[src/include/acosTables.svh]
// Arccosine search table of the LSP to LSF conversion
// Cosine of (index * pi / 64) in Q15, falling from 32767 to -32729
localparam logic signed [15:0] acosTable2 [0:63] = '{
  32767,  32729,  32610,  32413,  32138,  31786,  31357,  30853,
  30274,  29622,  28899,  28106,  27246,  26320,  25330,  24279,
  23170,  22006,  20788,  19520,  18205,  16846,  15447,  14010,
  12540,  11039,   9512,   7962,   6393,   4808,   3212,   1608,
      0,  -1608,  -3212,  -4808,  -6393,  -7962,  -9512, -11039,
 -12540, -14010, -15447, -16846, -18205, -19520, -20788, -22006,
 -23170, -24279, -25330, -26320, -27246, -28106, -28899, -29622,
 -30274, -30853, -31357, -31786, -32138, -32413, -32610, -32729
};

// Slope for linear interpolation between neighbouring table entries
// Symmetric about the middle of the table
localparam logic signed [15:0] acosSlope [0:63] = '{
 -26887,  -8812,  -5323,  -3813,  -2979,  -2444,  -2081,  -1811,
  -1608,  -1450,  -1322,  -1219,  -1132,  -1059,   -998,   -946,
   -901,   -861,   -827,   -797,   -772,   -750,   -730,   -713,
   -699,   -687,   -677,   -668,   -662,   -657,   -654,   -652,
   -652,   -654,   -657,   -662,   -668,   -677,   -687,   -699,
   -713,   -730,   -750,   -772,   -797,   -827,   -861,   -901,
   -946,   -998,  -1059,  -1132,  -1219,  -1322,  -1450,  -1608,
  -1811,  -2081,  -2444,  -2979,  -3813,  -5323,  -8812, -26887
};

[src/logic/g729BasicOps.sv]
`timescale 1ns/10ps

module g729BasicOps
(
  input  logic signed [15:0] subA,
  input  logic signed [15:0] subB,
  output logic signed [15:0] subDiff,
  input  logic signed [15:0] lMultA,
  input  logic signed [15:0] lMultB,
  output logic signed [31:0] lMultProduct,
  input  logic signed [31:0] lShrVar,
  input  logic [4:0]         lShrAmount,
  output logic signed [31:0] lShrResult,
  input  logic signed [15:0] shlVar,
  input  logic [3:0]         shlAmount,
  output logic signed [15:0] shlResult,
  input  logic signed [15:0] addA,
  input  logic signed [15:0] addB,
  output logic signed [15:0] addSum,
  input  logic signed [15:0] multA,
  input  logic signed [15:0] multB,
  output logic signed [15:0] multProduct
);

  logic signed [16:0] subWide;
  logic signed [16:0] addWide;
  logic signed [31:0] lMultRaw;
  logic signed [31:0] shlWide;
  logic signed [31:0] multRaw;
  logic signed [31:0] multShifted;

  // Clamp a 17-bit intermediate into the 16-bit range
  function automatic logic signed [15:0] sat16(input logic signed [16:0] value);
    if (value > 17'sd32767)
    begin
      return 16'sh7fff;
    end
    else if (value < -17'sd32768)
    begin
      return 16'sh8000;
    end
    return value[15:0];
  endfunction

  ////////////////////////////////////////////////////////////////////////////
  // sub and add

  assign subWide = 17'(subA) - 17'(subB);
  assign subDiff = sat16(subWide);

  assign addWide = 17'(addA) + 17'(addB);
  assign addSum  = sat16(addWide);

  ////////////////////////////////////////////////////////////////////////////
  // L_mult and L_shr

  // Doubled product, only -1 * -1 overflows
  assign lMultRaw     = lMultA * lMultB;
  assign lMultProduct = (lMultRaw == 32'sh4000_0000) ? 32'sh7fff_ffff : (lMultRaw <<< 1);

  // Arithmetic shift, sign fills from the top
  assign lShrResult = lShrVar >>> lShrAmount;

  ////////////////////////////////////////////////////////////////////////////
  // shl and mult

  // Shift in 32 bits, then clamp to the sign of the input
  assign shlWide = 32'(shlVar) <<< shlAmount;

  always_comb
  begin
    if (shlWide > 32'sd32767)
    begin
      shlResult = 16'sh7fff;
    end
    else if (shlWide < -32'sd32768)
    begin
      shlResult = 16'sh8000;
    end
    else
    begin
      shlResult = shlWide[15:0];
    end
  end

  // Q15 product, keeps bits 30..15
  assign multRaw     = multA * multB;
  assign multShifted = multRaw >>> 15;
  assign multProduct = sat16(multShifted[16:0]);

endmodule

[config.mk]
export PLATFORM = sky130hd
export DESIGN_NAME = g729BasicOps
export DESIGN_NICKNAME = d
export VERILOG_FILES = /design/src/include/acosTables.svh /design/src/logic/g729BasicOps.sv
export SDC_FILE = /design/constraint.sdc
export NUM_CORES = 2
export LEC_CHECK = 0
export BUFFER_PORTS_ARGS = -buffer_cell sky130_fd_sc_hd__buf_2
export CORE_ASPECT_RATIO = 1.5
export CORE_MARGIN = 4
export CORE_UTILIZATION = 56
export DETAILED_ROUTE_END_ITERATION = 8
export PLACE_DENSITY = 0.77
export SETUP_SLACK_MARGIN = 0.05
export SYNTH_ARGS = -nofsm -noshare
export SYNTH_HDL_FRONTEND = slang
export SYNTH_SLANG_ARGS = --single-unit
[constraint.sdc]
create_clock -name vclk -period 9.5
set_input_delay 1.9 -clock vclk [all_inputs]
set_output_delay 1.9 -clock vclk [all_outputs]
set_load 0.02 [all_outputs]
[Yosys cells after proc, flatten, opt, wreduce, memory -nomap -nowiden]
Index checks and enable logic that the tools add are counted.
Word-level totals
  input port bits: 185
  bits in registers: 0
  output and inout bits: 128
  word-level logic and storage cells: 33
Operators by class
  $lt $le $gt $ge: 8
  equal/unequal tests: 1
  multipliers: 2
  shift operators: 2
  muxes and demuxes: 18
  add/sub/neg operators: 2
Operator list (number)
  $mux W16: 11
  $mul A16 B16 Y32: 2
  $gt A17 B16 Y1 const B: 3
  $lt A17 B16 Y1 const B: 3
  $eq A32 B32 Y1 const B: 1
  $gt A32 B16 Y1 const B: 1
  $lt A32 B16 Y1 const B: 1
  $mux W32: 1
  $sshl A16 B4 Y32: 1
  $sshr A32 B5 Y32: 1
  $add A16 B16 Y17: 1
  $sub A16 B16 Y17: 1
  $mux W1: 6

[Depth between registers and ports, before layout]
  depth after elaboration: 5
  gate-level depth with buffers: 26
  mapped depth without buffers: 23

[Least setup slack after synthesis]
Ideal clock, no wire load.
  path kind: input to output
  start: input port lMultB[6]
  end: output port lMultProduct[0]
  stages on the path: 24
  data required time: 7.600 ns
  arrival: 8.440 ns
  slack: -0.840 ns
  path buffers: 2
  cell sequence: clkbuf_1 > clkbuf_1 > nand2_1 > fa_1 > inv_1 > fa_1 > inv_1 > fa_1 > inv_1 > fa_1 > inv_1 > fa_1 > inv_1 > fa_1 > ha_1 > and2_1 > a221o_1 > a31oi_4 > xor2_1 > nand4_1 > or4b_4 > nor4_4 > nand4_1 > nor4_1
Between the ends
  word-level cells in the longest chain between the ends: 3
Ends and longest elaborated chain
  from (decl): RTL line g729BasicOps.sv:9  | input logic signed [15:0] lMultB,
  $mul A16 B16 Y32: RTL line g729BasicOps.sv:58  | assign lMultRaw = lMultA * lMultB;
  $eq A32 B32 Y1: RTL line g729BasicOps.sv:59  | assign lMultProduct = (lMultRaw == 32'sh4000_0000) ? 32'sh7fff_ffff : (lMultRaw <<< 1);
  $mux W32: RTL line g729BasicOps.sv:59
  to (decl): RTL line g729BasicOps.sv:10  | output logic signed [31:0] lMultProduct,
No other way between the ends.

[Final worst setup path]
  start: input port lMultA[12]
  end: output port lMultProduct[13]
Between the ends
  word-level cells in the longest chain between the ends: 3
Ends and longest elaborated chain
  from (decl): RTL line g729BasicOps.sv:8  | input logic signed [15:0] lMultA,
  $mul A16 B16 Y32 (*): RTL line g729BasicOps.sv:58
  $eq A32 B32 Y1: RTL line g729BasicOps.sv:59
  $mux W32 (*): RTL line g729BasicOps.sv:59
Mark *: on every way between the ends. The rest lies on a longest branch, timed or not.

==> results by stage <==
Timing:
- The normalized max-slew margin is between 40% and 50%.
- The number of hold violations in the final report is 0.
- The worst path in the final design needs a cycle of between 10 and 15 ns, including I/O delays and setup.
- After layout, the worst path uses 107% of the clock period.
- The number of max-slew violations in the final report is 0.
- For this run, the top clock speed supported by timing is a little under 100 MHz.
- Setup repair after global routing could not meet its margin everywhere.
- The count of final setup violators is between 40 and 50.
- The least setup slack across all paths after layout is -0.622 ns.
- The actual slew at the worst max-slew pin is roughly 0.87 ns.

Drt:
- Summing over every cut layer, the via total after detailed routing is between 20000 and 25000.
- The wire length per cell is ~18 um.
- The sum of routed wire length over all layers is 71000 um.
- In the routed design, unresolved DRC markers number 0.
- For this block, the initial DRC count from the detailed router was between 900 and 1000.
- The total iterations of the first detailed-routing run is 5.
- In this run the remaining antenna-violating nets after routing total 0.
- Using the TritonRoute via totals, the vias-per-cell ratio works out to between 5 and 6.

Worst setup path:
- The kind of end point of the critical path is an output port.
- The worst setup path category is in2out.
- At the worst endpoint, the required time is around 7.6 ns.
- Data arrives at the worst endpoint at a little over 8 ns.
- Among all stages on the critical path, the largest delay is contributed by sky130_fd_sc_hd__fa_1.
- The peak fanout along the critical path is 13.
- The worst setup path is launched from an input pin.
- Counting both buffers and inverters, the worst setup path holds a total of 11.
- In this design, the critical path's most frequently occurring cell is sky130_fd_sc_hd__fa_1.
- The stage delay of the slowest cell on the critical path is about 0.60 ns.
- The family with the most delay on the worst path is adder cells.

Global route:
- The maximum number of pins on one net before global-route repair is 42.
- The number of antenna violations at the first check in global routing is 1.
- The global-route usage over all layers is a little under a third.
- The first global-routing pass estimated 115000 um of wire.
- After global routing the overflow that remains totals 0.
- The via count of the first global-routing pass came to about 24000.

Status:
- The final reports fail on setup timing.
- The run finished, with violations left.

Synth:
- The gate count of the mapped netlist is 2810.
- The Yosys step of the flow raised 0 warnings.
- The synthesized netlist net count is 3713.
- The average cell area after synthesis is ~8.5 um2.
- The synthesized netlist contains 73 unique library cells.
- The fraction of the yosys area taken by sequential cells is 0%.
- In this run the cell area of the synthesized design comes to 0.0239 mm2.

Final layout:
- The clock buffer count is 0.
- The layout net count is between 4000 and 5000.
- The area growth from synthesis to layout is 25.2%.
- In the finished design the tool counted flip-flops and latches totalling 0.
- Cells with a size suffix above 1 make up about a quarter of the layout.
- The footprint of the flip-flops and latches is 0 um2.
- The repair_antennas step left the layout with diodes totalling 0.
- The layout has about 3300 filler cells.
- The number of standard cells in the layout, taps in and fillers out is between 3000 and 4000.

Job:
- Max-cap violations in this run came to 0.

Placement:
- Routability-driven placement finished with a final weighted congestion of 1.00.
- The half-perimeter wire length after detailed placement is 61400 um.
- The number of input and output port buffers inserted is between 300 and 400.
- In this run, placement finished with an instance count of slightly below 4000.

Clocking:
- The number of hold buffers added after cts is 0.

Die:
- Measured along the y axis, the die boundary spans between 200 and 300 um.
- For this configuration, the core starts out at a cell density of a little under three fifths.
- The I/O pin count is about 310.
- The floorplan has 92 rows.
- The die width is approximately 180 um.
- The die covers between 0.04 and 0.05 mm2.
- The area of the core is between 0.04 and 0.05 mm2.

Hold path:
- The class of the worst hold path is in2out.
## synth_stat cells, drive strengths merged, types with 15 or more instances
master	instances	area share, %
a211oi	17	0.58
a21o	17	0.53
a21oi	118	2.5
and2	219	5.7
buf	18	0.47
clkbuf	103	1.6
fa	525	44
ha	193	10
inv	595	9.3
mux2	15	0.71
mux2i	47	2.0
mux4	19	1.8
nand2	379	5.9
nand2b	29	0.76
nand3	15	0.33
nor2	83	1.3
nor2b	15	0.39
nor3	24	0.50
o21ai	136	3.1
xnor2	53	1.9
xor2	36	1.3
## final timing paths
| kind | startpoint | end | slack (ns) | cells past startpoint |
|---|---|---|---|---|
| hold / removal | shlVar[15] | shlResult[15] | 4.14 | 2 |
| setup / recovery | lMultA[12] | lMultProduct[13] | -0.62 | 27 |
## routing by layer
| layer | part of all wire [%] | vias to the layer above | routed length (um) | global-route usage (%) |
|---|---|---|---|---|
| met1 | 33 | 10800 | 23700 | 33.1 |
| met3 | 5.0 | 303 | 3550 | 2.92 |
| met4 | 7.8 | 0 | 5520 | 17.7 |
| met2 | 54 | 865 | 38300 | 58.3 |
| li1 | - | 9740 | - | - |
| met5 | 0 | - | 0 | 0 |
## logic make-up after synthesis
logic type | synth area share [%]
and+or+nand+nor | 16.5
muxes | 4.46
adders and majority gates | 54.1
buffers and inverters | 11.4
AOI/OAI and AO/OA | 10.2
xor gates and xnor gates | 3.26
## metrics by stage
step / utilization, % / setup TNS, ns / hold slack [ns] / area (um2) / setup WS [ns]
after floorplan: - / -8.65 / 3.91 / 24900 / -0.297
after global placement: 68.4 / -25.51 / 4.13 / 28800 / -0.734
after detailed placement: 68.4 / -31.01 / 4.13 / 28800 / -0.879
after CTS: 70.1 / -23.94 / 4.13 / 29500 / -0.809
after global routing: 71.1 / -31.42 / 4.14 / 30000 / -0.838
final: 71.1 / -21.39 / 4.14 / 30000 / -0.622
## layout by cell type (no fill, tap or decap), types with 47 or more instances in the layout
cell type | synthesis | final
sky130_fd_sc_hd__ha_1 | 193 | 172
sky130_fd_sc_hd__mux2i_1 | 47 | 47
sky130_fd_sc_hd__o21ai_0 | 110 | 93
sky130_fd_sc_hd__and2_1 | 219 | 204
sky130_fd_sc_hd__nand2_1 | 379 | 364
sky130_fd_sc_hd__fa_1 | 525 | 510
sky130_fd_sc_hd__xnor2_1 | 53 | 51
sky130_fd_sc_hd__a21oi_1 | 117 | 97
sky130_fd_sc_hd__buf_4 | 1 | 322
sky130_fd_sc_hd__nor2_1 | 83 | 81
sky130_fd_sc_hd__inv_1 | 593 | 577
sky130_fd_sc_hd__buf_6 | 5 | 69
sky130_fd_sc_hd__buf_2 | 3 | 232
## what timing repair did
action / 4_1_cts / 5_1_grt
cloned: 1 / 2
setup endpoints to repair: 48 / 48
buffers inserted: 14 / 11
pin swaps: 45 / 44
resized for setup: 187 / 76
## cell type report
class | instances | area [um2] | share of cell area (%)
inverters | 596 | 2240 | 7.48
multi-input cells | 2093 | 22300 | 74.3
well taps | 564 | 706 | 2.36
repair buffers | 645 | 4750 | 15.9
Power is not shown: default switching activity piles up to over one toggle a cycle in this logic, so the estimate is an artifact.
