`config.mk`:
```
export PLATFORM = sky130hd
export DESIGN_NAME = lspLsfFsm
export DESIGN_NICKNAME = d
export VERILOG_FILES = /design/src/include/acosTables.svh /design/src/logic/lspLsfPkg.sv /design/src/logic/lspLsfFsm.sv
export SDC_FILE = /design/constraint.sdc
export NUM_CORES = 1
export LEC_CHECK = 0
export ABC_CLOCK_PERIOD_IN_PS = 6100
export BUFFER_PORTS_ARGS = -buffer_cell sky130_fd_sc_hd__buf_2
export CAP_MARGIN = 20
export CORE_AREA = 4 4 182 184
export DETAILED_ROUTE_END_ITERATION = 16
export DIE_AREA = 0 0 186 188
export SLEW_MARGIN = 20
export SYNTH_ARGS = -nofsm -noshare
export SYNTH_HDL_FRONTEND = slang
export SYNTH_SLANG_ARGS = --single-unit
```
`constraint.sdc`:
```
create_clock -name clk -period 6.1 [get_ports clk]
set_clock_uncertainty 0.1 [all_clocks]
set_input_delay 0.305 -clock clk [delete_from_list [all_inputs] [get_ports clk]]
set_output_delay 0.305 -clock clk [all_outputs]
set_load 0.05 [all_outputs]
```
`src/include/acosTables.svh`:
```
// Arccosine search table of the LSP to LSF conversion
// Cosine of (index * pi / 64) in Q15, falling from 32767 to -32729
localparam logic signed [15:0] acosTable2 [0:63] = '{
  32767,  32729,  32610,  32413,  32138,  31786,  31357,  30853,
  30274,  29622,  28899,  28106,  27246,  26320,  25330,  24279,
  23170,  22006,  20788,  19520,  18205,  16846,  15447,  14010,
  12540,  11039,   9512,   7962,   6393,   4808,   3212,   1608,
      0,  -1608,  -3212,  -4808,  -6393,  -7962,  -9512, -11039,
 -12540, -14010, -15447, -16846, -18205, -19520, -20788, -22006,
 -23170, -24279, -25330, -26320, -27246, -28106, -28899, -29622,
 -30274, -30853, -31357, -31786, -32138, -32413, -32610, -32729
};

// Slope for linear interpolation between neighbouring table entries
// Symmetric about the middle of the table
localparam logic signed [15:0] acosSlope [0:63] = '{
 -26887,  -8812,  -5323,  -3813,  -2979,  -2444,  -2081,  -1811,
  -1608,  -1450,  -1322,  -1219,  -1132,  -1059,   -998,   -946,
   -901,   -861,   -827,   -797,   -772,   -750,   -730,   -713,
   -699,   -687,   -677,   -668,   -662,   -657,   -654,   -652,
   -652,   -654,   -657,   -662,   -668,   -677,   -687,   -699,
   -713,   -730,   -750,   -772,   -797,   -827,   -861,   -901,
   -946,   -998,  -1059,  -1132,  -1219,  -1322,  -1450,  -1608,
  -1811,  -2081,  -2444,  -2979,  -3813,  -5323,  -8812, -26887
};

```
`src/logic/lspLsfPkg.sv`:
```
package lspLsfPkg;

  ////////////////////////////////////////////////////////////////////////////
  // Memory geometry

  // Scratch and ROM words, LSP and LSF values live in the low half
  localparam int wordWidth        = 32;
  localparam int scratchAddrWidth = 11;
  localparam int scratchDepth     = 2048;
  localparam int constAddrWidth   = 12;

  ////////////////////////////////////////////////////////////////////////////
  // Constant ROM layout

  localparam int tableSize = 64;

  // Both bases are multiples of tableSize
  localparam logic [constAddrWidth-1:0] tableBase = 12'd0;
  localparam logic [constAddrWidth-1:0] slopeBase = 12'd64;

  ////////////////////////////////////////////////////////////////////////////
  // Conversion constants

  // Coefficients per block
  localparam int lpcOrder = 10;

  // Interpolation product back to Q9 fraction
  localparam logic [4:0] slopeShift = 5'd12;

  // Table index to integer part of the frequency
  localparam logic [3:0] indexShift = 4'd9;

  // Final scale to the LSF domain
  localparam logic signed [15:0] lsfScale = 16'sd25736;

  // Controller states
  typedef enum logic [3:0] {
    idle,
    readLsp,
    waitLsp,
    readTable,
    waitTable,
    compare,
    readSlope,
    waitSlope,
    interp,
    scale,
    writeLsf,
    finish
  } fsmState;

endpackage

```
`src/logic/lspLsfFsm.sv`:
```
`timescale 1ns/10ps

module lspLsfFsm
(
  input  logic                                   clk,
  input  logic                                   rstN,
  input  logic                                   start,
  input  logic [lspLsfPkg::scratchAddrWidth-1:0] lspAddr,
  input  logic [lspLsfPkg::scratchAddrWidth-1:0] lsfAddr,
  input  logic [lspLsfPkg::wordWidth-1:0]        memIn,
  input  logic [lspLsfPkg::wordWidth-1:0]        constantMemIn,
  // Operator results, same cycle
  input  logic signed [15:0]                     subDiff,
  input  logic signed [31:0]                     lMultProduct,
  input  logic signed [31:0]                     lShrResult,
  input  logic signed [15:0]                     shlResult,
  input  logic signed [15:0]                     addSum,
  input  logic signed [15:0]                     multProduct,
  // Operator operands
  output logic signed [15:0]                     subA,
  output logic signed [15:0]                     subB,
  output logic signed [15:0]                     lMultA,
  output logic signed [15:0]                     lMultB,
  output logic signed [31:0]                     lShrVar,
  output logic [4:0]                             lShrAmount,
  output logic signed [15:0]                     shlVar,
  output logic [3:0]                             shlAmount,
  output logic signed [15:0]                     addA,
  output logic signed [15:0]                     addB,
  output logic signed [15:0]                     multA,
  output logic signed [15:0]                     multB,
  // Memories
  output logic [lspLsfPkg::scratchAddrWidth-1:0] memReadAddr,
  output logic [lspLsfPkg::scratchAddrWidth-1:0] memWriteAddr,
  output logic [lspLsfPkg::wordWidth-1:0]        memOut,
  output logic                                   memWriteEn,
  output logic [lspLsfPkg::constAddrWidth-1:0]   constantMemAddr,
  output logic                                   done
);
  import lspLsfPkg::*;

  typedef logic [$clog2(tableSize)-1:0] indexT;
  typedef logic [$clog2(lpcOrder)-1:0]  coefT;

  fsmState state;
  coefT    coefIdx;
  indexT   ind;
  indexT   indNext;

  logic signed [15:0] lsp;
  logic signed [15:0] tableVal;
  logic signed [15:0] offset;
  logic signed [15:0] freq;
  logic signed [31:0] product;

  assign indNext = ind - 1'b1;

  ////////////////////////////////////////////////////////////////////////////
  // Memory addressing

  // Coefficients run from lpcOrder-1 down to 0
  assign memReadAddr = lspAddr + scratchAddrWidth'(coefIdx);

  always_comb
  begin
    constantMemAddr = tableBase + constAddrWidth'(ind);
    if (state == compare)
    begin
      // Prefetch the next lower entry in case the search goes on
      constantMemAddr = tableBase + constAddrWidth'(indNext);
    end
    else if (state == readSlope)
    begin
      constantMemAddr = slopeBase + constAddrWidth'(ind);
    end
  end

  ////////////////////////////////////////////////////////////////////////////
  // Operator operands

  // sub serves both the search test and the offset
  always_comb
  begin
    subA = tableVal;
    subB = lsp;
    if (state == readSlope)
    begin
      subA = lsp;
      subB = tableVal;
    end
  end

  // Slope word is on the ROM output during waitSlope
  assign lMultA = constantMemIn[15:0];
  assign lMultB = offset;

  assign lShrVar    = product;
  assign lShrAmount = slopeShift;
  assign shlVar     = 16'(ind);
  assign shlAmount  = indexShift;

  // extract_l of the shifted product
  assign addA = shlResult;
  assign addB = lShrResult[15:0];

  assign multA = freq;
  assign multB = lsfScale;

  ////////////////////////////////////////////////////////////////////////////
  // Control

  always_ff @(posedge clk)
  begin
    if (!rstN)
    begin
      state      <= idle;
      coefIdx    <= '0;
      ind        <= '0;
      memWriteEn <= 1'b0;
      done       <= 1'b0;
    end
    else
    begin
      done       <= 1'b0;
      memWriteEn <= 1'b0;
      case (state)
        idle:
        begin
          if (start)
          begin
            coefIdx <= coefT'(lpcOrder - 1);
            ind     <= indexT'(tableSize - 1);
            state   <= readLsp;
          end
        end
        readLsp:   state <= waitLsp;
        waitLsp:   state <= readTable;
        readTable: state <= waitTable;
        waitTable: state <= compare;
        compare:
        begin
          // Table entry still below lsp, keep descending
          // Index carries over to the next coefficient
          if ((subDiff < 0) && (ind != '0))
          begin
            ind   <= indNext;
            state <= waitTable;
          end
          else
          begin
            state <= readSlope;
          end
        end
        readSlope: state <= waitSlope;
        waitSlope: state <= interp;
        interp:    state <= scale;
        scale:     state <= writeLsf;
        writeLsf:
        begin
          // Write lands in the following cycle
          memWriteEn <= 1'b1;
          if (coefIdx == '0)
          begin
            state <= finish;
          end
          else
          begin
            coefIdx <= coefIdx - 1'b1;
            state   <= readLsp;
          end
        end
        finish:
        begin
          done  <= 1'b1;
          state <= idle;
        end
        default: state <= idle;
      endcase
    end
  end

  ////////////////////////////////////////////////////////////////////////////
  // Datapath registers

  always_ff @(posedge clk)
  begin
    case (state)
      waitLsp:   lsp      <= memIn[15:0];
      waitTable: tableVal <= constantMemIn[15:0];
      readSlope: offset   <= subDiff;
      waitSlope: product  <= lMultProduct;
      interp:    freq     <= addSum;
      scale:
      begin
        memOut       <= wordWidth'(multProduct);
        memWriteAddr <= lsfAddr + scratchAddrWidth'(coefIdx);
      end
      default: ;
    endcase
  end

endmodule

```
# Word level (Yosys, flattened, before mapping)
# Index checks and enable logic that the tools add are counted.
[totals] mem_bits_ro=0 inputBits=217 output_inout_bits=253 latchBits=0 mem_count=0 ram_bits=0 ff_bits=139
[op_classes] n_addsub=5 bitwise_logic=0 div=0 reduce_logical=8 n_mux=16 shift=0 magnitude_cmp=1 n_eq_ne=14 multipliers=0
[ops] cell="$pmux W4 S11" count=1
[ops] cell="$mux W16" count=2
[ops] cell="$add A11 B4 Y11" count=2
[ops] cell="$eq A4 B3 Y1 const B" count=4
[ops] cell="$eq A4 B4 Y1 const B" count=4
[ops] cell="$lt A16 B1 Y1 const B" count=1
[ops] cell="$mux W4" count=4
[ops] cell="$mux W8" count=2
[ops] cell="$mux W6" count=2
[ops] cell="$pmux W6 S2" count=1
[ops] cell="$add A7 B6 Y8 const A" count=1
[ops] cell="$eq A4 B2 Y1 const B" count=2
[ops] cell="$logic_not A4 Y1" count=2
[ops] cell="$pmux W4 S2" count=1
[ops] cell="$reduce_and A3 Y1" count=2
[ops] cell="$reduce_bool A6 Y1" count=1
[ops] cell="$sub A6 B1 Y6 const B" count=1
[ops] cell="$eq A4 B1 Y1 const B" count=1
[ops] cell="$ne A2 B2 Y1 const B" count=2
[ops] cell="$reduce_bool A2 Y1" count=2
[ops] cell="$sub A4 B1 Y4 const B" count=1
[ops] cell="$mux W1" count=2
[ops] cell="$mux W2" count=1
[ops] cell="$ne A2 B1 Y1 const B" count=1
[ops] cell="$logic_and A1 B1 Y1" count=1

# Logic depth before layout (Yosys ltp)
[logic_depth] depth_word=4 ltp_mapped=7 mapped_depth_nobuf=7

# Worst setup path before layout
# No wires, ideal clock.
[synth_path] kind="reg-to-output" from="register coefIdx[0]" to="output memReadAddr[8] (netlist bit)" stages_incl_launch_ff=8 required_time_ps=5695 path_buffers=0 path_slack_ps=3438 t_arrival_ps=2257 cell_sequence="dfxtp_1 > ha_1 > inv_1 > fa_1 > nor2b_1 > o21ai_0 > a21boi_0 > xor2_1"
[synth_via] elab_chain_cells=1
[synth_lines] element="start, declared" line_no="lspLsfFsm.sv:46" rtl="coefT coefIdx;"
[synth_lines] element="start signal, assigned" line_no="lspLsfFsm.sv:131" rtl="coefIdx <= coefT'(lpcOrder - 1);"
[synth_lines] element="start signal, assigned" line_no="lspLsfFsm.sv:168" rtl="coefIdx <= coefIdx - 1'b1;"
[synth_lines] element="$add A11 B4 Y11" line_no="lspLsfFsm.sv:62" rtl="assign memReadAddr = lspAddr + scratchAddrWidth'(coefIdx);"
[synth_lines] element="end, declared" line_no="lspLsfFsm.sv:33" rtl="output logic [lspLsfPkg::scratchAddrWidth-1:0] memReadAddr,"
# Every way passes these cells.

# Final worst setup path
[layout_path] from="register state[1]" to="output subB[15]"
[layout_via] elab_chain_cells=2
[layout_lines] element="start, declared" line_no="lspLsfFsm.sv:45" rtl="fsmState state;"
[layout_lines] element="start signal, assigned" line_no="lspLsfFsm.sv:116" rtl="state <= idle;"
[layout_lines] element="start signal, assigned" line_no="lspLsfFsm.sv:133" rtl="state <= readLsp;"
[layout_lines] element="start signal, assigned" line_no="lspLsfFsm.sv:136" rtl="readLsp: state <= waitLsp;"
[layout_lines] element="$eq A4 B3 Y1" line_no="lspLsfFsm.sv:86" rtl="if (state == readSlope)"
[layout_lines] element="$mux W16" line_no="lspLsfFsm.sv:86"
[layout_lines] element="end, declared" line_no="lspLsfFsm.sv:21" rtl="output logic signed [15:0] subB,"
# Every way passes these cells.

==> impl_metrics.ini <==
[layout]
multi_input_area_mm2 = 0.00167
postLayoutCoreUtil_pct = 30.5
fill_cells = 3156
seqCellArea_mm2 = 0.00401
fin_nets = 1065
area_growth_pct = 50.0
layout-drive-gt1-share_pct = 46.9

[floorplanning]
dieArea_mm2 = 0.0350
fp.dieH_um = 188
initial_core_util_pct = 20.3
die_width_um = 186
core_area_mm2 = 0.0314
num_rows = 65
ios = 470

[worst_hold_path]
holdPathEnd = memWriteAddr[10]
hp-start = lsfAddr[10]
min_path_cells = 2
hold_class = input port to flip-flop

[flow_run]
maxCapViolCount = 0

[yosys]
yosysTopAreaCell = edfxtp_1
yosysMostFrequentCell = edfxtp_1
synth-main-ff-cell = edfxtp_1
yosysTopAreaCellShare_pct = 57.9
postSynth.asyncResetShare_pct = 0
synth-seq-cells = 139
synth_top_cells_by_count = 123 x edfxtp_1, 105 x buf_4, 32 x mux2_2, 18 x nand2_1, 16 x dfxtp_1
syn_inst = 456
ys_top_cells_by_area = edfxtp_1 58%, buf_4 12%, mux2_2 5.7%
syn_area_mm2 = 0.00638
avgSynthCellArea_um2 = 14.0
yosysUniqueCellTypes = 49
yosysWarnings = 0
yosysSeqAreaShare_pct = 63.0
synth_edf_count = 123

[clock_network]
cts_root_buf = clkbuf_16
cts_tree = built
clk_latency_ps = 410
cts_buffer_depth = 2
postCtsSetupBuffers = 0
numCtsBuffers = 17
cts.reportedPaths.clkPinSlew_ps = 70
ctsHoldBuffers = 111
clock-sinks = 139
post_cts_resized = 0
htreeDepth = 4

[pwr]
p_leak_nw = 4.00
power_density_mw_per_mm2 = 269
ir_drop_v = 0.000183

[grt]
grt_pass1_wl_um = 26600
grt_usage_pct = 9.93
grt_pass1_vias = 4853
gr-total-overflow = 0
antenna_found_initial = 2
grt_max_degree = 49

[critical_path]
reg2reg_to = lShrVar[7]
crit_cells = 5
end_kind = primary output
reg2reg_depth = 2
reg2reg_from = state[1]
regToRegSetupSlack_ps = 3900
cp_slowest_cell = dfxtp_1
crit_buf_inv = 2
worst-endpoint-required_ps = 5690
start_kind = flip-flop
path_class = flip-flop to primary output
cp_max_fo = 48
slowest_delay_ps = 580
path_cells = nand2b_1 -> nor2_4 -> buf_4 -> mux2_2 -> buf_2
critPathTopFamily = buffers and inverters
critical_path_arrival_ps = 2620

[detailed_routing]
antenna_left = 0
drt_iter0_drc = 143
drt-total-wl_um = 18800
dr.pass1.iters = 4
vias = 4791
drc = 0
wire_per_inst_um = 15.1
viasPerCell = 3.83

[timing]
report.final.hold_viol_count = 0
rsz0062_at_grt = false
fmax_mhz = 331
fin_crit_sh_pct = 49.5
setup_viol = 0
fin_tns_setup_ps = 0
slew_headroom_pct = 35.3
tightest_slew_ps = 968
fin_crit_ps = 3020
slew_violations = 0

[place]
dp_hpwl_um = 13800
gp_congestion = 0.742
io_buffer_count = 317

[run_status]
status = finished, final reports clean
routing by layer:
metal / vias up / share of wire [%] / global-route usage, % / routed length [µm]
met2: 210 / 53 / 18.8 / 10100
met3: 28 / 7.0 / 2.41 / 1320
met5: - / 0.064 / 0 / 12
met4: 2 / 2.1 / 4.20 / 395
met1: 2270 / 37 / 10.2 / 7040
li1: 2281 / - / - / -
placed cells by master, fill, tap and decap left out, types with 3 or more instances in the layout:
cell	netlist	layout
xor2_1	9	9
nor3b_1	4	4
a21oi_1	8	8
nand3_1	8	8
inv_1	13	13
buf_4	105	5
nand4_1	3	3
nor3_1	10	7
nor2_1	14	11
o21ai_0	5	5
inv_6	0	4
clkbuf_16	0	17
a311oi_1	4	4
nand2_1	18	18
nor3_2	0	3
xnor2_1	13	13
buf_2	4	317
mux2_2	32	32
clkinv_4	0	4
dlygate4sd3_1	0	111
dfxtp_1	16	16
ha_1	12	12
nand2b_1	7	7
conb_1	2	40
edfxtp_1	123	123
a211oi_1	7	7
worst register-to-register path, cell delays in order, from the launching register on:
cell and delay (ps):
dfxtp_1 580, nand2b_1 290, nor2_4 820
logic make-up (layout without fill, tap and decap cells):
kind of cell / count (synthesis) / after routing / synth area share (%)
compound gates: 45 / 45 / 5.20
xor+xnor: 22 / 22 / 3.02
fa+ha+maj: 14 / 14 / 2.98
buf+inv: 126 / 479 / 13.7
flops: 139 / 139 / 63.0
mux: 32 / 32 / 5.65
other cells: 2 / 41 / 0.118
simple gates: 76 / 76 / 6.40
area by class of cell:
type / count / share of cell area (%)
clock buffer: 17 / 4.45
sequential: 139 / 42.0
clock inverter: 15 / 1.73
multi-input combinational: 229 / 17.4
tap: 402 / 5.26
antenna: 1 / 0.0262
timing repair buffer: 433 / 28.6
inverter: 14 / 0.550
power by group:
group          switching, mW  internal (mW)  total, mW
Clock                  0.425          0.610       1.04
Combinational          0.297          0.153      0.450
Sequential            0.0251           1.06       1.09
Total                  0.746           1.82       2.57
worst max-delay path by stage:
stage,start,end
floorplan,coefIdx[0],memReadAddr[8]
global placement,state[2],constantMemAddr[3]
detailed placement,state[0],constantMemAddr[3]
CTS,state[0],constantMemAddr[3]
global route,state[0],constantMemAddr[3]
finish,state[1],subB[15]
metrics by stage:
stage	std cells	worst slack, ps	instance area [µm²]	total power, mW	hold WS, ps
global placement	1106	3540	7860	1.49	382
detailed placement	1106	3500	7860	1.50	383
global route	1250	2910	9560	2.69	82.0
CTS	1249	3030	9560	2.61	73.5
finish	1250	3080	9560	2.57	92.0
floorplan	494	3440	6520	1.47	304
state kept, by name (all words and copies together), names as in the netlist, 6 cells and up:
signal and flops:
lsp 16, multA 16, tableVal 16, memOut 16, ind 6, memWriteAddr 11, lMultB 16, lShrVar 32
Power figures use the tool's default switching activity.
