**src/include/acosTables.svh**
```systemverilog
// Arccosine search table of the LSP to LSF conversion
// Cosine of (index * pi / 64) in Q15, falling from 32767 to -32729
localparam logic signed [15:0] acosTable2 [0:63] = '{
  32767,  32729,  32610,  32413,  32138,  31786,  31357,  30853,
  30274,  29622,  28899,  28106,  27246,  26320,  25330,  24279,
  23170,  22006,  20788,  19520,  18205,  16846,  15447,  14010,
  12540,  11039,   9512,   7962,   6393,   4808,   3212,   1608,
      0,  -1608,  -3212,  -4808,  -6393,  -7962,  -9512, -11039,
 -12540, -14010, -15447, -16846, -18205, -19520, -20788, -22006,
 -23170, -24279, -25330, -26320, -27246, -28106, -28899, -29622,
 -30274, -30853, -31357, -31786, -32138, -32413, -32610, -32729
};

// Slope for linear interpolation between neighbouring table entries
// Symmetric about the middle of the table
localparam logic signed [15:0] acosSlope [0:63] = '{
 -26887,  -8812,  -5323,  -3813,  -2979,  -2444,  -2081,  -1811,
  -1608,  -1450,  -1322,  -1219,  -1132,  -1059,   -998,   -946,
   -901,   -861,   -827,   -797,   -772,   -750,   -730,   -713,
   -699,   -687,   -677,   -668,   -662,   -657,   -654,   -652,
   -652,   -654,   -657,   -662,   -668,   -677,   -687,   -699,
   -713,   -730,   -750,   -772,   -797,   -827,   -861,   -901,
   -946,   -998,  -1059,  -1132,  -1219,  -1322,  -1450,  -1608,
  -1811,  -2081,  -2444,  -2979,  -3813,  -5323,  -8812, -26887
};

```
**src/logic/lspLsfPkg.sv**
```systemverilog
package lspLsfPkg;

  ////////////////////////////////////////////////////////////////////////////
  // Memory geometry

  // Scratch and ROM words, LSP and LSF values live in the low half
  localparam int wordWidth        = 32;
  localparam int scratchAddrWidth = 11;
  localparam int scratchDepth     = 2048;
  localparam int constAddrWidth   = 12;

  ////////////////////////////////////////////////////////////////////////////
  // Constant ROM layout

  localparam int tableSize = 64;

  // Both bases are multiples of tableSize
  localparam logic [constAddrWidth-1:0] tableBase = 12'd0;
  localparam logic [constAddrWidth-1:0] slopeBase = 12'd64;

  ////////////////////////////////////////////////////////////////////////////
  // Conversion constants

  // Coefficients per block
  localparam int lpcOrder = 10;

  // Interpolation product back to Q9 fraction
  localparam logic [4:0] slopeShift = 5'd12;

  // Table index to integer part of the frequency
  localparam logic [3:0] indexShift = 4'd9;

  // Final scale to the LSF domain
  localparam logic signed [15:0] lsfScale = 16'sd25736;

  // Controller states
  typedef enum logic [3:0] {
    idle,
    readLsp,
    waitLsp,
    readTable,
    waitTable,
    compare,
    readSlope,
    waitSlope,
    interp,
    scale,
    writeLsf,
    finish
  } fsmState;

endpackage

```
**src/logic/acosTableRom.sv**
```systemverilog
`timescale 1ns/10ps

module acosTableRom
(
  input  logic                                clk,
  input  logic [lspLsfPkg::constAddrWidth-1:0] addr,
  output logic [lspLsfPkg::wordWidth-1:0]      data
);
  import lspLsfPkg::*;

  `include "acosTables.svh"

  logic [$clog2(tableSize)-1:0] entry;

  // Low address bits select the entry inside either table
  assign entry = addr[$clog2(tableSize)-1:0];

  // Registered read, sign-extended to a full word
  always_ff @(posedge clk)
  begin
    if ((addr >= tableBase) && (addr < tableBase + tableSize))
    begin
      data <= wordWidth'(acosTable2[entry]);
    end
    else if ((addr >= slopeBase) && (addr < slopeBase + tableSize))
    begin
      data <= wordWidth'(acosSlope[entry]);
    end
    else
    begin
      // Unpopulated range
      data <= '0;
    end
  end

endmodule

```
**config.mk**
```make
export PLATFORM = sky130hd
export DESIGN_NAME = acosTableRom
export DESIGN_NICKNAME = d
export VERILOG_FILES = /design/src/logic/lspLsfPkg.sv /design/src/logic/acosTableRom.sv
export VERILOG_INCLUDE_DIRS = /design/src /design/src/include
export SDC_FILE = /design/constraint.sdc
export NUM_CORES = 1
export LEC_CHECK = 0
export BUFFER_PORTS_ARGS = -buffer_cell sky130_fd_sc_hd__buf_2
export CAP_MARGIN = 10
export CORE_ASPECT_RATIO = 1.2
export CORE_UTILIZATION = 35
export DETAILED_ROUTE_END_ITERATION = 12
export GPL_TIMING_DRIVEN = 0
export PLACE_DENSITY_LB_ADDON = 0.15
export RECOVER_POWER = 50
export SLEW_MARGIN = 5
export SYNTH_ARGS = -nofsm -noshare
export SYNTH_HDL_FRONTEND = slang
export SYNTH_SLANG_ARGS = --single-unit
```
**constraint.sdc**
```tcl
create_clock -name clk -period 4.9 [get_ports clk]
set_input_delay 0.735 -clock clk [delete_from_list [all_inputs] [get_ports clk]]
set_output_delay 0.735 -clock clk [all_outputs]
set_load 0.05 [all_outputs]
```
# --- Word-level counts from Yosys, hierarchy flattened ---
# Memory sizes are Yosys's and may differ from the RTL's.
# Cells that the tools add are included.
word_totals:
  n_memories: 2
  rom_bits: 2048
  ff_bits: 32
  elab_cells: 17
  in_bits: 13
classes:
  n_lt_le_gt_ge: 5
  bitwise: 1
  muxes: 6
  reduce_logical: 2
memory_table:
  columns: ["memory", "words", "word_bits", "rd", "rd_ports_with_merged_regs", "wr", "line", "source"]
  rows:
  - ["(name not given)", 64, 16, 1, 0, 0, "acosTableRom.sv:27", "data <= wordWidth'(acosSlope[entry]);"]
  - ["(name not given)", 64, 16, 1, 0, 0, "acosTableRom.sv:23", "data <= wordWidth'(acosTable2[entry]);"]
ops:
  columns: ["cell", "count"]
  rows:
  - ["$mux 16", 4]
  - ["$mux 32", 2]
  - ["$ge 12x1->1 const B", 1]
  - ["$ge 12x7->1 const B", 1]
  - ["$lt 12x7->1 const B", 1]
  - ["$lt 12x8->1 const B", 1]
  - ["$ge 7x7->1 const B", 1]
  - ["$not 6->7", 1]
  - ["$logic_and 1x1->1", 2]

# --- Longest topological paths before layout ---
# Gate-level depths: netlist (run 1).
logic_depth:
  ltp_word: 6
  mapped_depth: 10
  mapped_depth_nobuf: 7

# --- Worst setup path after synthesis (run 1) ---
# No wires, ideal clock.
synth_timing:
  path_type: "input-to-reg"
  startpoint: "input port addr[1] (netlist name)"
  endpoint: "register data[8] (netlist name)"
  path_buffers: 3
  setup_slack_ps: 2191
  arrival_ps: 2577
  t_required_ps: 4769
  cell_stages: 10
  setup_ps: 131
  cell_sequence: "buf_2 > clkinv_1 > ha_1 > buf_2 > or2_2 > clkbuf_1 > a21oi_1 > o32ai_1 > a311oi_1 > o32ai_1"
synth_via:
  elab_chain_len: 6
  elab_cells_between_ends: 15
  cone_classes: "order compare: 4; mux: 6; bitwise: 1; reduce/logical: 2; memory: 2"
synth_lines:
  columns: ["element", "line", "source"]
  rows:
  - ["start, declared", "acosTableRom.sv:6", "input logic [lspLsfPkg::constAddrWidth-1:0] addr,"]
  - ["$not 6->7 (implied by the code)", "acosTableRom.sv:23, acosTableRom.sv:27", null]
  - ["$mem_v2 64x16", null, null]
  - ["$mux 16 (implied by the code) (2 in a row)", "acosTableRom.sv:27", null]
  - ["$mux 32", "acosTableRom.sv:25", "else if ((addr >= slopeBase) && (addr < slopeBase + tableSize))"]
  - ["$mux 32 (*)", "acosTableRom.sv:21", "if ((addr >= tableBase) && (addr < tableBase + tableSize))"]
  - ["end signal, assigned", "acosTableRom.sv:23", null]
  - ["end signal, assigned", "acosTableRom.sv:27", null]
  - ["end, declared", "acosTableRom.sv:7", "output logic [lspLsfPkg::wordWidth-1:0] data"]
# Every way passes the cells marked *; elsewhere a longest branch is shown, timed or not. The select of a mux whose other input is x is not followed.

# --- Worst setup path after layout (run 1) ---
layout_timing:
  startpoint: "input port addr[1] (netlist name)"
  endpoint: "register data[9] (netlist name)"
# Same word-level chain as after synthesis.

==> results.toml, run 1 <==
[power_and_ir_drop]
peakVddDrop_uv = 61.89
p_per_area_nw_per_um2 = 162.2
p_leak_uw = 0.001315

[global_routing]
grt_max_degree = 18
grt_usage_pct = 40.15
antenna_found_initial = 0
grt_pass1_wl_microns = 27230
gr-total-overflow = 0
grt_pass1_vias = 4409

[worst_setup_path]
end_kind = "register"
criticalPathCategory = "input pin to register"
critPathMaxFanout = 13
crit_arrival_ns = 4.02
required_ns = 5.00
start_kind = "input pin"
startpoint = "addr[1]"

[clocking]
h-tree-depth = 1
cts_buffers = 3
cts_tree = "done"
cts_resized = 0
cts.clk_slew.worst_paths_ns = 0.07
clockBufferDepth = 2
hold_buffers = 0
cts.sinks = 16
ctsRootBufferMaster = "clkbuf_8"
post-cts-setup-buffers = 0

[logic_synthesis]
synth_flop_cell = "dfxtp_1"
synth_area_sq_um = 3156
syn_inst = 472
avgSynthCellArea_sq_um = 6.685
synth.ff_latch_count = 16
synth_nets = 500
yosysSeqAreaShare_pct = 10.15
ys_async_sr_fraction_pct = 0
synth_edf_count = 0
synth_cell_types = 65
ys_warn_count = 0

[sta]
min_period_over_period_pct = 80.03
setup_viol = 0
rsz0062_at_grt = "false"
hold_viol_final = 0
tightest_slew_ns = 0.8967
slew_viol_final = 0
max_freq_ghz = 0.2550
relSlewSlack_pct = 38.68
fin_crit_ns = 3.922
fin_tns_setup_ns = 0

[finish]
largest_reg_flops = 16
fillers = 987
area_delta_synth_final_pct = 11.97
largest-register = "data"
drive_above_1_share_pct = 15.22
final_cell_area_sq_um = 3533
nets = 549
top_regs = "data: 16 flops"
diodes = 0

[place]
port-buffer-count = 44
place_area_sq_um = 3522
dp_hpwl_microns = 13140
gp_congestion = 1.052

[detailed_routing]
vias = 4675
drtIter0Drc = 799
route.met2.wl_microns = 7638
wirelength_met1_microns = 6496
drc_errors = 0
final_antenna_net_count = 0
routed.top_layer = "met4"
viasPerCell = 7.351
routed_wl_microns = 18660
wire_per_inst_microns = 29.34
wl_met3_microns = 2972
dr.pass1.iters = 9

[status]
outcome = "complete, no violations"

[min_path]
hp-class = "input pin to register"
hp-start = "addr[11]"
whs_path_depth = 4

[die]
initial_core_util_pct = 36.45
die_x_microns = 88.68
ios = 45
dieArea_sq_um = 9401
rows = 37
core_area_sq_um = 8657
die_h_microns = 106.0

[run]
drv_cap = 0
-- cells in the final DEF, fill, tap and decap left out, types with 4 or more instances in the layout --
| master | count |
|---|---|
| a311oi_1 | 13 |
| nand2_1 | 38 |
| or2_2 | 6 |
| buf_1 | 5 |
| buf_4 | 18 |
| a211oi_1 | 18 |
| a221oi_1 | 8 |
| and2_1 | 4 |
| inv_1 | 6 |
| nand3_1 | 13 |
| dfxtp_1 | 16 |
| o31ai_1 | 5 |
| nor2b_1 | 18 |
| nor2_1 | 37 |
| clkbuf_1 | 45 |
| a21oi_1 | 35 |
| o32ai_1 | 8 |
| o21ai_0 | 27 |
| ha_1 | 15 |
| nand2b_1 | 20 |
| or3_1 | 5 |
| o211ai_1 | 9 |
| o22ai_1 | 6 |
| a31oi_1 | 12 |
| buf_2 | 45 |
| nor3_1 | 15 |
-- cell usage after synthesis (all sizes together) (5+ instances only) --
cell type,n,area (sq um)
inv,8,30.03
a21oi,35,175.2
o21ai,27,135.1
a311oi,13,113.9
or3,5,31.28
clkbuf,21,78.83
a31oi,12,75.07
nand2,38,142.6
nand3,13,65.06
nand2b,20,125.1
nor2b,18,112.6
or2,6,37.54
ha,15,187.7
o32ai,8,70.07
dfxtp,16,320.3
a221oi,8,70.07
o211ai,9,67.56
nor3,15,75.07
nor2,37,138.9
o22ai,6,37.54
o31ai,5,37.54
a211oi,18,135.1
buf,48,279.0
-- worst max-delay path: stages --
cell,delay [ns]
buf_2,0.18
buf_2,0.25
clkinv_1,0.54
ha_1,0.52
buf_2,0.24
buf_1,0.57
xnor2_1,0.13
a211oi_1,0.29
o21ai_0,0.20
a21oi_1,0.25
nor4_1,0.09
-- where the power goes --
group	internal (uW)	total (uW)	switching [uW]	leakage, uW
sequential	132	133	0.896	0.000129
combinational	95.8	336	240	0.00116
clock	54.6	105	49.9	0.0000216
-- final timing paths --
kind / to
max: data[9]
min: data[30]
-- cell families after synthesis --
kind of cell / share of synthesized area (%)
AO/OA/AOI/OAI: 40.49
XOR/XNOR: 0.5552
adder cells (fa/ha/maj): 5.948
buffers and inverters: 12.41
flip-flops: 10.15
multiplexers: 2.101
AND/OR/NAND/NOR: 28.35
-- stage by stage --
stage | std cells | total power, uW | util, % | hold WS [ns] | worst slack (ns)
floorplan | 472 | 337.3 | - | 0.9547 | 2.191
global placement | 633 | 458.7 | 40.69 | 1.203 | 0.8562
detailed placement | 633 | 446.9 | 40.69 | 1.203 | 1.028
CTS | 636 | 549.9 | 41.16 | 0.9558 | 1.276
global route | 636 | 586.3 | 40.82 | 1.014 | 0.9201
finish | 636 | 573.0 | 40.82 | 0.9583 | 0.9785
-- area by class of cell --
cell class	count	area, sq um	area share [%]
Buffer	69	357.8	10.13
Tap cell	117	146.4	4.143
Clock buffer	3	41.29	1.169
Multi-Input combinational cell	378	2444	69.16
Sequential cell	16	320.3	9.065
Timing Repair Buffer	44	190.2	5.382
Inverter	9	33.78	0.9561
-- metal layers --
metal / vias to the layer above / global-route usage (%)
met2: 545 / 57.53
met3: 147 / 13.43
li1: 1864 / -
met1: 2119 / 49.43
met4: 0 / 28.46
met5: - / 0
No activity file was read; power rests on OpenSTA's default activity.
==> run 2: changes to the inputs <==
--- a/config.mk
+++ b/config.mk
@@ -6,6 +6,7 @@
 export SDC_FILE = /design/constraint.sdc
 export NUM_CORES = 1
 export LEC_CHECK = 0
+export ABC_AREA = 1
 export BUFFER_PORTS_ARGS = -buffer_cell sky130_fd_sc_hd__buf_2
 export CAP_MARGIN = 10
 export CORE_ASPECT_RATIO = 1.2
==> constraint.sdc (replaced) <==
create_clock -name clk -period 4.1 [get_ports clk]
set_input_delay 0.615 -clock clk [delete_from_list [all_inputs] [get_ports clk]]
set_output_delay 0.615 -clock clk [all_outputs]
set_load 0.05 [all_outputs]
==> results.toml, run 2 <==
[run]
drv_cap = 0

[clocking]
hold_buffers = 0
cts_resized = 0
clockBufferDepth = 2
post-cts-setup-buffers = 0
ctsRootBufferMaster = "clkbuf_8"
h-tree-depth = 1
cts_buffers = 3
cts.clk_slew.worst_paths_ns = 0.07
cts.sinks = 16
cts_tree = "done"

[detailed_routing]
routed_wl_microns = 15920
vias = 4271
drc_errors = 0
final_antenna_net_count = 0
viasPerCell = 5.867
drtIter0Drc = 579
dr.pass1.iters = 6
wire_per_inst_microns = 21.87

[logic_synthesis]
synth.ff_latch_count = 16
synth_cell_types = 27
synthMostInstantiatedCell = "nand2_1"
synth_area_sq_um = 2939
synth_edf_count = 0
yosysSeqAreaShare_pct = 10.90
ys_warn_count = 0
synth_top_cells_by_count = "nand2_1 (231), nand3_1 (94), nor2_1 (38), inv_1 (36), a21oi_1 (33)"
synth_top_area_share_pct = 29.50
synth.largest_area_cell = "nand2_1"
synth_flop_cell = "dfxtp_1"
synth_area_leaders = "nand2_1 (30%), nand3_1 (16%), dfxtp_1 (11%), ha_1 (6.4%), buf_4 (5.9%)"
syn_inst = 567
ys_async_sr_fraction_pct = 0
synth_nets = 595
avgSynthCellArea_sq_um = 5.184

[finish]
largest-register = "data"
area_delta_synth_final_pct = 13.03
layout_commonest_cell = "nand2_1"
top_regs = "data: 16 flops"
nets = 643
drive_above_1_share_pct = 13.52
most-common-layout-cells = "nand2_1 (231), nand3_1 (94), nor2_1 (38), inv_1 (36), a21oi_1 (33)"
largest_reg_flops = 16
diodes = 0

[power_and_ir_drop]
p_per_area_nw_per_um2 = 202.4
p_leak_uw = 0.001851
peakVddDrop_uv = 79.36

[global_routing]
globalRoute.busiestLayer = "met2"
antenna_found_initial = 0
gr-total-overflow = 0
use_met3_pct = 7.835
grt_max_degree = 18
grt_pass1_wl_microns = 23600
use_met2_pct = 56.68
grt_pass1_vias = 3820
grt_usage_pct = 37.33
grtUsageMet1_pct = 46.90

[worst_setup_path]
critPathMaxFanout = 10
crit_arrival_ns = 2.91
end_kind = "register"
cp_slowest_cell = "ha_1"
start_kind = "input pin"
slowest_delay_ns = 0.45
path_cells = "buf_2 > clkbuf_2 > inv_1 > ha_1 > inv_1 > nand2_1 > nand2_1 > o21ai_0 > and2_1 > nand2_1 > nand2_1 > nand2_1"
criticalPathCategory = "input pin to register"
cp-endpoint = "data[1]"
required_ns = 4.28
startpoint = "addr[1]"
cpMostUsedCell = "nand2_1"

[sta]
slew_viol_final = 0
setup_viol = 0
finalHoldWorstSlack_ns = 0.6540
max_freq_ghz = 0.3656
relSlewSlack_pct = 53.38
tightest_slew_ns = 0.6993
rsz0062_at_grt = "false"
fin_tns_setup_ns = 0
fin_crit_ns = 2.735
min_period_over_period_pct = 66.70
hold_viol_final = 0

[place]
dp_hpwl_microns = 11650
port-buffer-count = 43
gp_congestion = 1.025

[die]
die_x_microns = 85.65
rows = 36
core_area_sq_um = 8153
initial_core_util_pct = 36.05
die_h_microns = 102.4
ios = 45
dieArea_sq_um = 8769

[min_path]
hp-class = "input pin to register"

[status]
outcome = "complete, no violations"
-- run 2: critical path, delay by kind of cell --
family	cells	cell delay, ns
compound gates	1	0.24
fa+ha+maj	1	0.45
simple gates	6	0.75
buf+inv	4	0.86
-- run 2: how the worst min path moves through the flow --
stage                        from        to  slack, ns  depth (start not counted)
after floorplan           addr[6]  data[30]       0.79                          2
after global placement    addr[6]  data[30]       0.92                          3
after detailed placement  addr[6]  data[30]       0.93                          3
after CTS                 addr[6]  data[30]       0.65                          3
after global routing      addr[6]  data[30]       0.69                          3
final                     addr[6]  data[30]       0.65                          3
-- run 2: cells by family (layout without fill, tap and decap cells) --
kind of cell	Yosys count	count (layout)	share of synthesized area, %
and+or+nand+nor	384	384	54.79
AOI/OAI and AO/OA	67	67	12.30
adders and majority gates	15	15	6.386
DFF	16	16	10.90
buffers and inverters	85	132	15.62
-- run 2: power breakdown --
group,switching (uW),internal [uW]
Combinational,263,95.6
Clock,69.6,85.9
Sequential,0.984,158
-- run 2: per-layer routing --
metal	up-vias	routed length, microns	part of all wire (%)
li1	1911	-	-
met1	1882	5947	37
met2	394	6771	43
met3	84	2046	13
met4	0	1158	7.3
met5	-	0	0
-- run 2: layout make-up --
class | instances | area [sq um]
Buffer | 44 | 305.3
Timing Repair Buffer | 43 | 185.2
Sequential cell | 16 | 320.3
Inverter | 41 | 153.9
Tap cell | 114 | 142.6
Multi-Input combinational cell | 466 | 2160
Fill cell | 952 | 4831
Clock buffer | 4 | 55.05
-- run 2: per-stage QoR --
stage	cells	utilization, %	instance area [sq um]	total power [uW]	setup WS (ns)
3_3_place_gp	724	40.44	3297	509.5	1.188
4_1_cts	728	41.11	3352	656.4	1.498
6_report	728	40.75	3322	672.4	1.365
5_1_grt	728	40.75	3322	698.7	1.290
3_5_place_dp	724	40.44	3297	500.7	1.206
2_1_floorplan	567	-	2939	389.1	2.078
